[src/sbox_cfg.svh]
`ifndef SBOX_CFG_SVH
`define SBOX_CFG_SVH

// One S-box word is a single GF(2^6) element.
`define SBOX_WIDTH 6

// number of S-boxes working side by side.
`define SBOX_LANES 4

`define SBOX_BLOCK (`SBOX_WIDTH * `SBOX_LANES) // full block seen by the layer.

`endif
[src/gf_pkg.sv]
package gf_pkg;

  // ****************************************
  // tower field types
  // ****************************************

  typedef logic [1:0] gf4_t; // bit 1 is the w part and w*w equals w+1.

  // a GF(2^6) word is three GF(4) digits with digit 0 in the low bits.
  typedef union packed {
    logic [5:0] bits;
    gf4_t [2:0] digit;
  } gf64_t;

  // ****************************************
  // GF(4) arithmetic
  // ****************************************

  function automatic gf4_t gf4_add(gf4_t a, gf4_t b);
    return a ^ b;
  endfunction

  function automatic gf4_t gf4_sq(gf4_t a);
    gf4_t r;
    r[0] = a[0] ^ a[1];
    r[1] = a[1]; // squaring is the Frobenius map.
    return r;
  endfunction

  function automatic gf4_t gf4_mul(gf4_t a, gf4_t b);
    logic t;
    gf4_t r;
    t    = a[1] & b[1]; // the w*w term folds back into both bits.
    r[0] = (a[0] & b[0]) ^ t;
    r[1] = (a[0] & b[1]) ^ (a[1] & b[0]) ^ t;
    return r;
  endfunction

  // every nonzero element of GF(4) has a cube of one.
  function automatic gf4_t gf4_cube_scale(gf4_t a, gf4_t b);
    logic nz;
    nz = a[0] | a[1];
    return nz ? b : 2'b00;
  endfunction

endpackage

[src/sbox_layer.sv]
`timescale 1ns/1ps
`include "sbox_cfg.svh"
module sbox_layer (
  input  logic                   clk,
  input  logic                   rst_n,
  input  logic                   in_valid,
  input  logic [`SBOX_BLOCK-1:0] in_data,
  output logic                   out_valid,
  output logic [`SBOX_BLOCK-1:0] out_data
);

  // bit 0 tracks stage 1 and bit 1 tracks the output register.
  logic [1:0] valid_q;

  // ****************************************
  // valid pipeline
  // ****************************************

  always_ff @(posedge clk) begin
    if (!rst_n) begin
      valid_q <= 2'b00;
    end else begin
      valid_q <= {valid_q[0], in_valid}; // one new block may enter every cycle.
    end
  end

  assign out_valid = valid_q[1];

  // ****************************************
  // substitution lanes
  // ****************************************

  // Lane k owns bits 6k+5:6k in both directions.
  for (genvar k = 0; k < `SBOX_LANES; k++) begin : g_lane
    sbox_core u_core (
      .clk      (clk),
      .rst_n    (rst_n),
      .in_valid (in_valid),
      .in_word  (in_data[k*`SBOX_WIDTH +: `SBOX_WIDTH]),
      .out_word (out_data[k*`SBOX_WIDTH +: `SBOX_WIDTH])
    );
  end

endmodule

[src/sbox_core.sv]
`timescale 1ns/1ps
`include "sbox_cfg.svh"
module sbox_core (
  input  logic                   clk,
  input  logic                   rst_n,
  input  logic                   in_valid,
  input  logic [`SBOX_WIDTH-1:0] in_word,
  output logic [`SBOX_WIDTH-1:0] out_word
);

  gf_pkg::gf64_t          fwd;   // input in the tower basis.
  gf_pkg::gf64_t          pw;    // 19th power, still in the tower basis.
  gf_pkg::gf64_t          pw_q;
  logic [`SBOX_WIDTH-1:0] raw_q; // raw input kept for the mask.
  logic                   s2_en;
  logic [`SBOX_WIDTH-1:0] inv;
  logic                   mask;

  // ****************************************
  // stage 1
  // ****************************************

  // polynomial basis to GF((2^2)^3).
  always_comb begin
    fwd.bits[0] = in_word[0] ^ in_word[1] ^ in_word[2] ^ in_word[5];
    fwd.bits[1] = in_word[1] ^ in_word[2] ^ in_word[3] ^ in_word[5];
    fwd.bits[2] = in_word[0] ^ in_word[2] ^ in_word[4] ^ in_word[5];
    fwd.bits[3] = in_word[1] ^ in_word[2] ^ in_word[4] ^ in_word[5];
    fwd.bits[4] = in_word[0] ^ in_word[5];
    fwd.bits[5] = in_word[4];
  end

  gf64_power19 u_pow (
    .a (fwd),
    .b (pw)
  );

  always_ff @(posedge clk) begin
    if (in_valid) begin
      pw_q  <= pw;
      raw_q <= in_word;
    end
  end

  // stage 2 loads only in the cycle after a word was taken in.
  always_ff @(posedge clk) begin
    if (!rst_n) begin
      s2_en <= 1'b0;
    end else begin
      s2_en <= in_valid;
    end
  end

  // ****************************************
  // stage 2
  // ****************************************

  // tower basis back to the polynomial basis.
  always_comb begin
    inv[0] = pw_q.bits[0] ^ pw_q.bits[2] ^ pw_q.bits[5];
    inv[1] = pw_q.bits[4];
    inv[2] = pw_q.bits[1] ^ pw_q.bits[2];
    inv[3] = pw_q.bits[1] ^ pw_q.bits[2] ^ pw_q.bits[4] ^ pw_q.bits[5];
    inv[4] = pw_q.bits[0] ^ pw_q.bits[2];
    inv[5] = pw_q.bits[2] ^ pw_q.bits[3] ^ pw_q.bits[4] ^ pw_q.bits[5];
  end

  assign mask = raw_q[2] ^ raw_q[4]; // same mask bit goes onto every output bit.

  always_ff @(posedge clk) begin
    if (s2_en) begin
      out_word <= inv ^ {`SBOX_WIDTH{mask}};
    end
  end

endmodule

[src/gf64_power19.sv]
`timescale 1ns/1ps
module gf64_power19 (
  input  gf_pkg::gf64_t a,
  output gf_pkg::gf64_t b
);

  gf_pkg::gf4_t x0;
  gf_pkg::gf4_t x1;
  gf_pkg::gf4_t x2;
  gf_pkg::gf4_t s0;
  gf_pkg::gf4_t s1;
  gf_pkg::gf4_t s2;
  gf_pkg::gf4_t cs01;
  gf_pkg::gf4_t cs02;
  gf_pkg::gf4_t cs10;
  gf_pkg::gf4_t cs12;
  gf_pkg::gf4_t cs20;
  gf_pkg::gf4_t cs21;
  gf_pkg::gf4_t sq01;
  gf_pkg::gf4_t sq02;
  gf_pkg::gf4_t sq12;
  gf_pkg::gf4_t m01;
  gf_pkg::gf4_t m02;
  gf_pkg::gf4_t m12;
  gf_pkg::gf4_t n0;
  gf_pkg::gf4_t n1;
  gf_pkg::gf4_t n2;
  gf_pkg::gf4_t d0;
  gf_pkg::gf4_t d1;
  gf_pkg::gf4_t d2;

  assign x0 = a.digit[0];
  assign x1 = a.digit[1];
  assign x2 = a.digit[2];

  assign s0 = gf_pkg::gf4_sq(x0);
  assign s1 = gf_pkg::gf4_sq(x1);
  assign s2 = gf_pkg::gf4_sq(x2);

  // ****************************************
  // product terms
  // ****************************************

  assign cs01 = gf_pkg::gf4_cube_scale(x0, x1);
  assign cs02 = gf_pkg::gf4_cube_scale(x0, x2);
  assign cs10 = gf_pkg::gf4_cube_scale(x1, x0);
  assign cs12 = gf_pkg::gf4_cube_scale(x1, x2);
  assign cs20 = gf_pkg::gf4_cube_scale(x2, x0);
  assign cs21 = gf_pkg::gf4_cube_scale(x2, x1);

  assign sq01 = gf_pkg::gf4_mul(s0, s1);
  assign sq02 = gf_pkg::gf4_mul(s0, s2);
  assign sq12 = gf_pkg::gf4_mul(s1, s2);

  assign m01 = gf_pkg::gf4_mul(x0, x1);
  assign m02 = gf_pkg::gf4_mul(x0, x2);
  assign m12 = gf_pkg::gf4_mul(x1, x2);

  // Each nested product pairs one square with the other two digits.
  assign n0 = gf_pkg::gf4_mul(s0, m12);
  assign n1 = gf_pkg::gf4_mul(s1, m02);
  assign n2 = gf_pkg::gf4_mul(s2, m01);

  // ****************************************
  // output adder chains
  // ****************************************

  always_comb begin
    // digit 0 sums x1 x2 cs01 cs20 cs21 sq01 sq12 n0 n1.
    d0 = gf_pkg::gf4_add(x1, x2);
    d0 = gf_pkg::gf4_add(d0, cs01);
    d0 = gf_pkg::gf4_add(d0, cs20);
    d0 = gf_pkg::gf4_add(d0, cs21);
    d0 = gf_pkg::gf4_add(d0, sq01);
    d0 = gf_pkg::gf4_add(d0, sq12);
    d0 = gf_pkg::gf4_add(d0, n0);
    d0 = gf_pkg::gf4_add(d0, n1);
  end

  always_comb begin
    // digit 1 sums x0 x2 cs01 cs02 cs12 sq02 sq12 n1 n2.
    d1 = gf_pkg::gf4_add(x0, x2);
    d1 = gf_pkg::gf4_add(d1, cs01);
    d1 = gf_pkg::gf4_add(d1, cs02);
    d1 = gf_pkg::gf4_add(d1, cs12);
    d1 = gf_pkg::gf4_add(d1, sq02);
    d1 = gf_pkg::gf4_add(d1, sq12);
    d1 = gf_pkg::gf4_add(d1, n1);
    d1 = gf_pkg::gf4_add(d1, n2);
  end

  always_comb begin
    // digit 2 sums x0 x1 cs10 cs12 cs20 sq01 sq02 n0 n2.
    d2 = gf_pkg::gf4_add(x0, x1);
    d2 = gf_pkg::gf4_add(d2, cs10);
    d2 = gf_pkg::gf4_add(d2, cs12);
    d2 = gf_pkg::gf4_add(d2, cs20);
    d2 = gf_pkg::gf4_add(d2, sq01);
    d2 = gf_pkg::gf4_add(d2, sq02);
    d2 = gf_pkg::gf4_add(d2, n0);
    d2 = gf_pkg::gf4_add(d2, n2);
  end

  assign b.digit[0] = d0;
  assign b.digit[1] = d1;
  assign b.digit[2] = d2;

endmodule

[config.mk]
export PLATFORM = sky130hd
export DESIGN_NAME = sbox_layer
export DESIGN_NICKNAME = d
export VERILOG_FILES = /design/src/gf_pkg.sv /design/src/sbox_layer.sv /design/src/sbox_core.sv /design/src/gf64_power19.sv
export VERILOG_INCLUDE_DIRS = /design/src /design/src/src
export SDC_FILE = /design/constraint.sdc
export NUM_CORES = 1
export LEC_CHECK = 0
export BUFFER_PORTS_ARGS = -buffer_cell sky130_fd_sc_hd__buf_4
export CAP_MARGIN = 5
export CORE_UTILIZATION = 36
export DETAILED_ROUTE_END_ITERATION = 7
export PLACE_DENSITY = 0.5
export SYNTH_ARGS = -nofsm -noshare
export SYNTH_HDL_FRONTEND = slang
export SYNTH_SLANG_ARGS = --single-unit
[constraint.sdc]
create_clock -name clk -period 5.7 [get_ports clk]
set_input_delay 1.425 -clock clk [delete_from_list [all_inputs] [get_ports clk]]
set_output_delay 1.425 -clock clk [all_outputs]
set_load 0.005 [all_outputs]
; ---- Yosys cells after proc, flatten, opt, wreduce, memory -nomap -nowiden
; Cells that the tools add are included.
[word_totals]
elab_cells = 486
out_inout_bits = 25
register_bits = 71
[op_classes]
n_mux = 24
bitwise_logic = 448
[ops]
columns = op, count
row1 = $xor A1 B1 Y1, 204
row2 = $xor A2 B2 Y2, 96
row3 = $and A1 B1 Y1, 132
row4 = $mux W2, 24
row5 = $xor A6 B6 Y6, 4
row6 = $or A1 B1 Y1, 12

; ---- Depth between registers and ports, before layout
[depth]
ltp_word = 12
ltp_mapped = 14

; ---- Modules after synthesis
; Synthesis repeated with hierarchy kept, for this count alone.
[hier_totals]
hier_cells = 616
hier_area_um2 = 6438.7
[modules_own_cells]
columns = module, n_inst, cells_per_inst, area_per_inst_um2
row1 = gf64_power19, 4, 119, 919.6
row2 = sbox_core, 4, 34, 676.9
row3 = sbox_layer, 1, 4, 52.6

; ---- Least setup slack after synthesis
; No wires, ideal clock.
[synth_timing]
path_kind = in2reg
from = input port in_data[17]
to = register g_lane[2].u_core.pw_q[3] in the netlist's numbering (data pin)
t_required_ps = 5432
setup_time_ps = 268
setup_slack_ps = 899
arrival_ps = 4533
n_path_buf = 2
stages = 14
cell_sequence = clkbuf_1 xnor3_1 xnor2_1 inv_1 ha_1 buf_1 nor4bb_1 o21ai_0 o211ai_1 nor2_1 mux2_2 o31ai_1 xnor2_1 xnor3_1
[synth_rtl]
columns = item, line_no
row1 = "start, declared", sbox_layer.sv:7  ; input logic [`SBOX_BLOCK-1:0] in_data,
row2 = "end signal, assigned", sbox_core.sv:40  ; pw_q <= pw;
row3 = "end, declared", sbox_core.sv:13  ; gf_pkg::gf64_t pw_q;

==> impl_metrics.py <==
metrics = {
    "floorplan": {
        "placementRows": 54,
        "start_util_pct": 37.0,
        "coreArea_sq_mm": 0.0220,
        "ioPinCount": 52,
        "die_y_um": 152,
        "die_w_um": 152,
        "dieArea_sq_mm": 0.0232,
    },
    "clock_tree": {
        "cts-resized-gates": 0,
        "cts_buffers": 9,
        "cts_tree": "yes",
        "cts_hold_buf": 0,
        "clk_path_buf_depth": 2,
        "cts_root_buf": "clkbuf_16",
        "cts_sinks": 58,
        "clk_latency_ns": 0.32,
        "htree_levels": 3,
        "clk_pin_slew_worst_paths_ns": 0.05,
        "postCtsSetupRepairBufs": 0,
    },
    "timing": {
        "setup_viol": 0,
        "worst_slack_ns": 1.15,
        "setup-tns-final_ns": 0,
        "grt_setup_unrepaired": "no",
        "finalCriticalPeriod_ns": 4.55,
        "hold_violations": 0,
        "skew_ns": 0.00371,
        "slew_headroom_pct": 28.2,
        "slew_violations": 0,
        "tightest_slew_ns": 1.08,
        "finalCritPeriodShare_pct": 79.8,
        "fmax_ghz": 0.220,
    },
    "finish": {
        "nNetsFinal": 1027,
        "drive_gt1_share_pct": 10.1,
        "fin_cells": 1265,
        "antenna_cells": 0,
        "area_growth_pct": 9.09,
        "fillerInstances": 2233,
    },
    "drt": {
        "first_pass_iters": 7,
        "vias": 6698,
        "wl_um": 19100,
        "drtIter0Drc": 461,
        "drcViolationCount": 7,
        "ant_nets": 0,
        "via_per_inst": 5.29,
        "wl_per_cell_um": 15.1,
    },
    "status": {
        "outcome": "complete, but fails checks",
        "violations": "DRC",
    },
    "worst_setup_path": {
        "crit_fanout": 22,
        "r2r_cells": 4,
        "reg2reg_from": "g_lane[3].u_core.raw_q[4]$_DFFE_PP_",
        "startpoint": "in_data[14]",
        "critPathKind": "primary input to flop",
        "critPathCaptureType": "flop",
        "crit_arrival_ns": 4.61,
        "ff2ff_setup_slack_ns": 4.12,
        "cpMaxStageDelayCell": "xnor3_1",
        "regToRegEndpoint": "g_lane[3].u_core.out_word[3]$_DFFE_PP_",
        "cp_slowest_stage_delay_ns": 0.44,
        "crit_chain": "buf_4 > xnor3_1 > xnor2_1 > buf_4 > inv_1 > ha_1 > nor4b_1 > o21ai_0 > o211ai_1 > nor2_1 > mux2_2 > o31ai_1 > xnor2_1 > xnor3_1",
        "crit_path_start_kind": "primary input",
        "endpoint": "g_lane[2].u_core.pw_q[3]$_DFFE_PP_",
        "worst_ep_required_time_ns": 5.76,
    },
    "run": {
        "cap_violations": 0,
    },
    "power_and_ir_drop": {
        "p_leak_nw": 3.31,
        "irDropWorstVdd_mv": 0.155,
        "powerDensity_mw_per_mm2": 378,
    },
    "placed_design": {
        "portBuffers": 51,
        "pre_cts_ws_ns": 0.794,
        "hpwl_um": 13800,
        "place_congestion": 0.801,
        "placedCellCount": 1249,
    },
    "grt": {
        "global_route.overflow_total": 0,
        "grtUsageTotal_pct": 16.8,
        "grt_pass1_wl_um": 32500,
        "antenna_found_initial": 0,
        "grt_start_max_net_pins": 49,
        "grt_pass1_vias": 6247,
    },
    "yosys": {
        "synth_area_sq_mm": 0.00813,
        "ys_dominant_reg_cell": "edfxtp_1",
        "synth_most_common_cell": "xnor2_1",
        "synthTopCellsByCount": "161 x xnor2_1, 85 x xor2_1, 76 x o21ai_0, 74 x nand2_1, 65 x clkbuf_1",
        "synth.distinct_cells": 66,
        "seq_area_frac_synth_pct": 21.2,
        "yosysWarnings": 0,
        "async_flop_share_pct": 0,
        "syn_avg_cell_area_sq_um": 8.15,
        "syn_nets": 1045,
        "synth-seq-cells": 58,
        "synth_area_leaders": "edfxtp_1 21%, xnor2_1 17%, xor2_1 9.2%, o21ai_0 4.7%, a21oi_1 3.4%",
        "synth_enable_flop_cells": 56,
        "synth.top_cell.area_share_pct": 20.7,
        "synth_top_area_cell": "edfxtp_1",
        "synth_cells": 998,
    },
    "worst_hold_path": {
        "hp-class": "flop to flop",
    },
}
worst min path at each step:
stage                                  startpoint                                     end  slack, ns  depth (start not counted)
2_1_floorplan  g_lane[0].u_core.pw_q[0]$_DFFE_PP_  g_lane[0].u_core.out_word[4]$_DFFE_PP_       0.58                          1
3_3_place_gp   g_lane[1].u_core.pw_q[0]$_DFFE_PP_  g_lane[1].u_core.out_word[4]$_DFFE_PP_       0.59                          1
3_5_place_dp   g_lane[1].u_core.pw_q[0]$_DFFE_PP_  g_lane[1].u_core.out_word[4]$_DFFE_PP_       0.60                          1
4_1_cts        g_lane[1].u_core.pw_q[0]$_DFFE_PP_  g_lane[1].u_core.out_word[4]$_DFFE_PP_       0.61                          1
5_1_grt        g_lane[3].u_core.pw_q[5]$_DFFE_PP_  g_lane[3].u_core.out_word[0]$_DFFE_PP_       0.63                          1
6_report       g_lane[1].u_core.pw_q[0]$_DFFE_PP_  g_lane[1].u_core.out_word[4]$_DFFE_PP_       0.60                          1
layer usage:
metal	up-vias	global-route usage (%)	part of all wire (%)
met5	-	0	0
met4	0	3.40	0.74
met3	10	1.85	2.5
met2	110	28.2	47
met1	3116	23.3	50
li1	3462	-	-
cell type report:
class                           count  area (sq um)  share of cell area [%]
Clock buffer                       13           250                    2.82
Clock inverter                      3          40.0                   0.451
Inverter                           25          93.8                    1.06
Multi-Input combinational cell    825          5960                    67.2
Sequential cell                    58          1720                    19.4
Tap cell                          280           350                    3.95
Timing Repair Buffer               61           458                    5.16
cell usage in the layout, fill, tap and decap left out, types with 24 or more instances in the layout:
cell      Yosys  final
a21oi_1      56     56
buf_4         1     61
edfxtp_1     56     56
inv_1        24     24
mux2i_1      28     28
nand2_1      74     74
nand2b_1     26     26
nor2_1       58     58
o21ai_0      76     76
xnor2_1     161    161
xor2_1       85     85
sequential cells by signal, indices dropped and copies added, names as in the netlist:
signal                  flops
g_lane.u_core.pw_q         24
g_lane.u_core.out_word     24
g_lane.u_core.raw_q         8
valid_q                     2
critical path, delay by kind of cell:
family                   cells  cell delay, ns
AO/OA/AOI/OAI                3            0.54
XOR/XNOR                     4            1.23
adder cells (fa/ha/maj)      1            0.31
AND/OR/NAND/NOR              2            0.35
multiplexers                 1            0.27
buffers and inverters        3            0.46
power by group:
part,internal (W),switching [W],total [W],leakage (nW)
Sequential,0.000817,0.0000773,0.000895,0.555
Clock,0.000348,0.000171,0.000518,0.144
Combinational,0.000991,0.000948,0.00194,2.61
cell families (layout without fill, tap and decap cells):
logic type / Yosys count / in the layout / synth area share, %
fa+ha+maj: 22 / 22 / 3.32
simple gates: 276 / 276 / 17.4
flops: 58 / 58 / 21.2
buf+inv: 115 / 102 / 5.57
mux: 38 / 38 / 4.97
compound gates: 230 / 230 / 17.3
xor+xnor: 259 / 259 / 30.2
through the flow:
stage,hold slack (ns),area [sq um],power (W),utilization [%]
5_1_grt,0.628,8870,0.00361,40.4
6_report,0.601,8870,0.00335,40.4
4_1_cts,0.607,8870,0.00340,40.4
3_5_place_dp,0.596,8580,0.00286,39.1
3_3_place_gp,0.592,8580,0.00284,39.1
2_1_floorplan,0.576,8130,0.00245,-
Power figures use the tool's default switching activity.
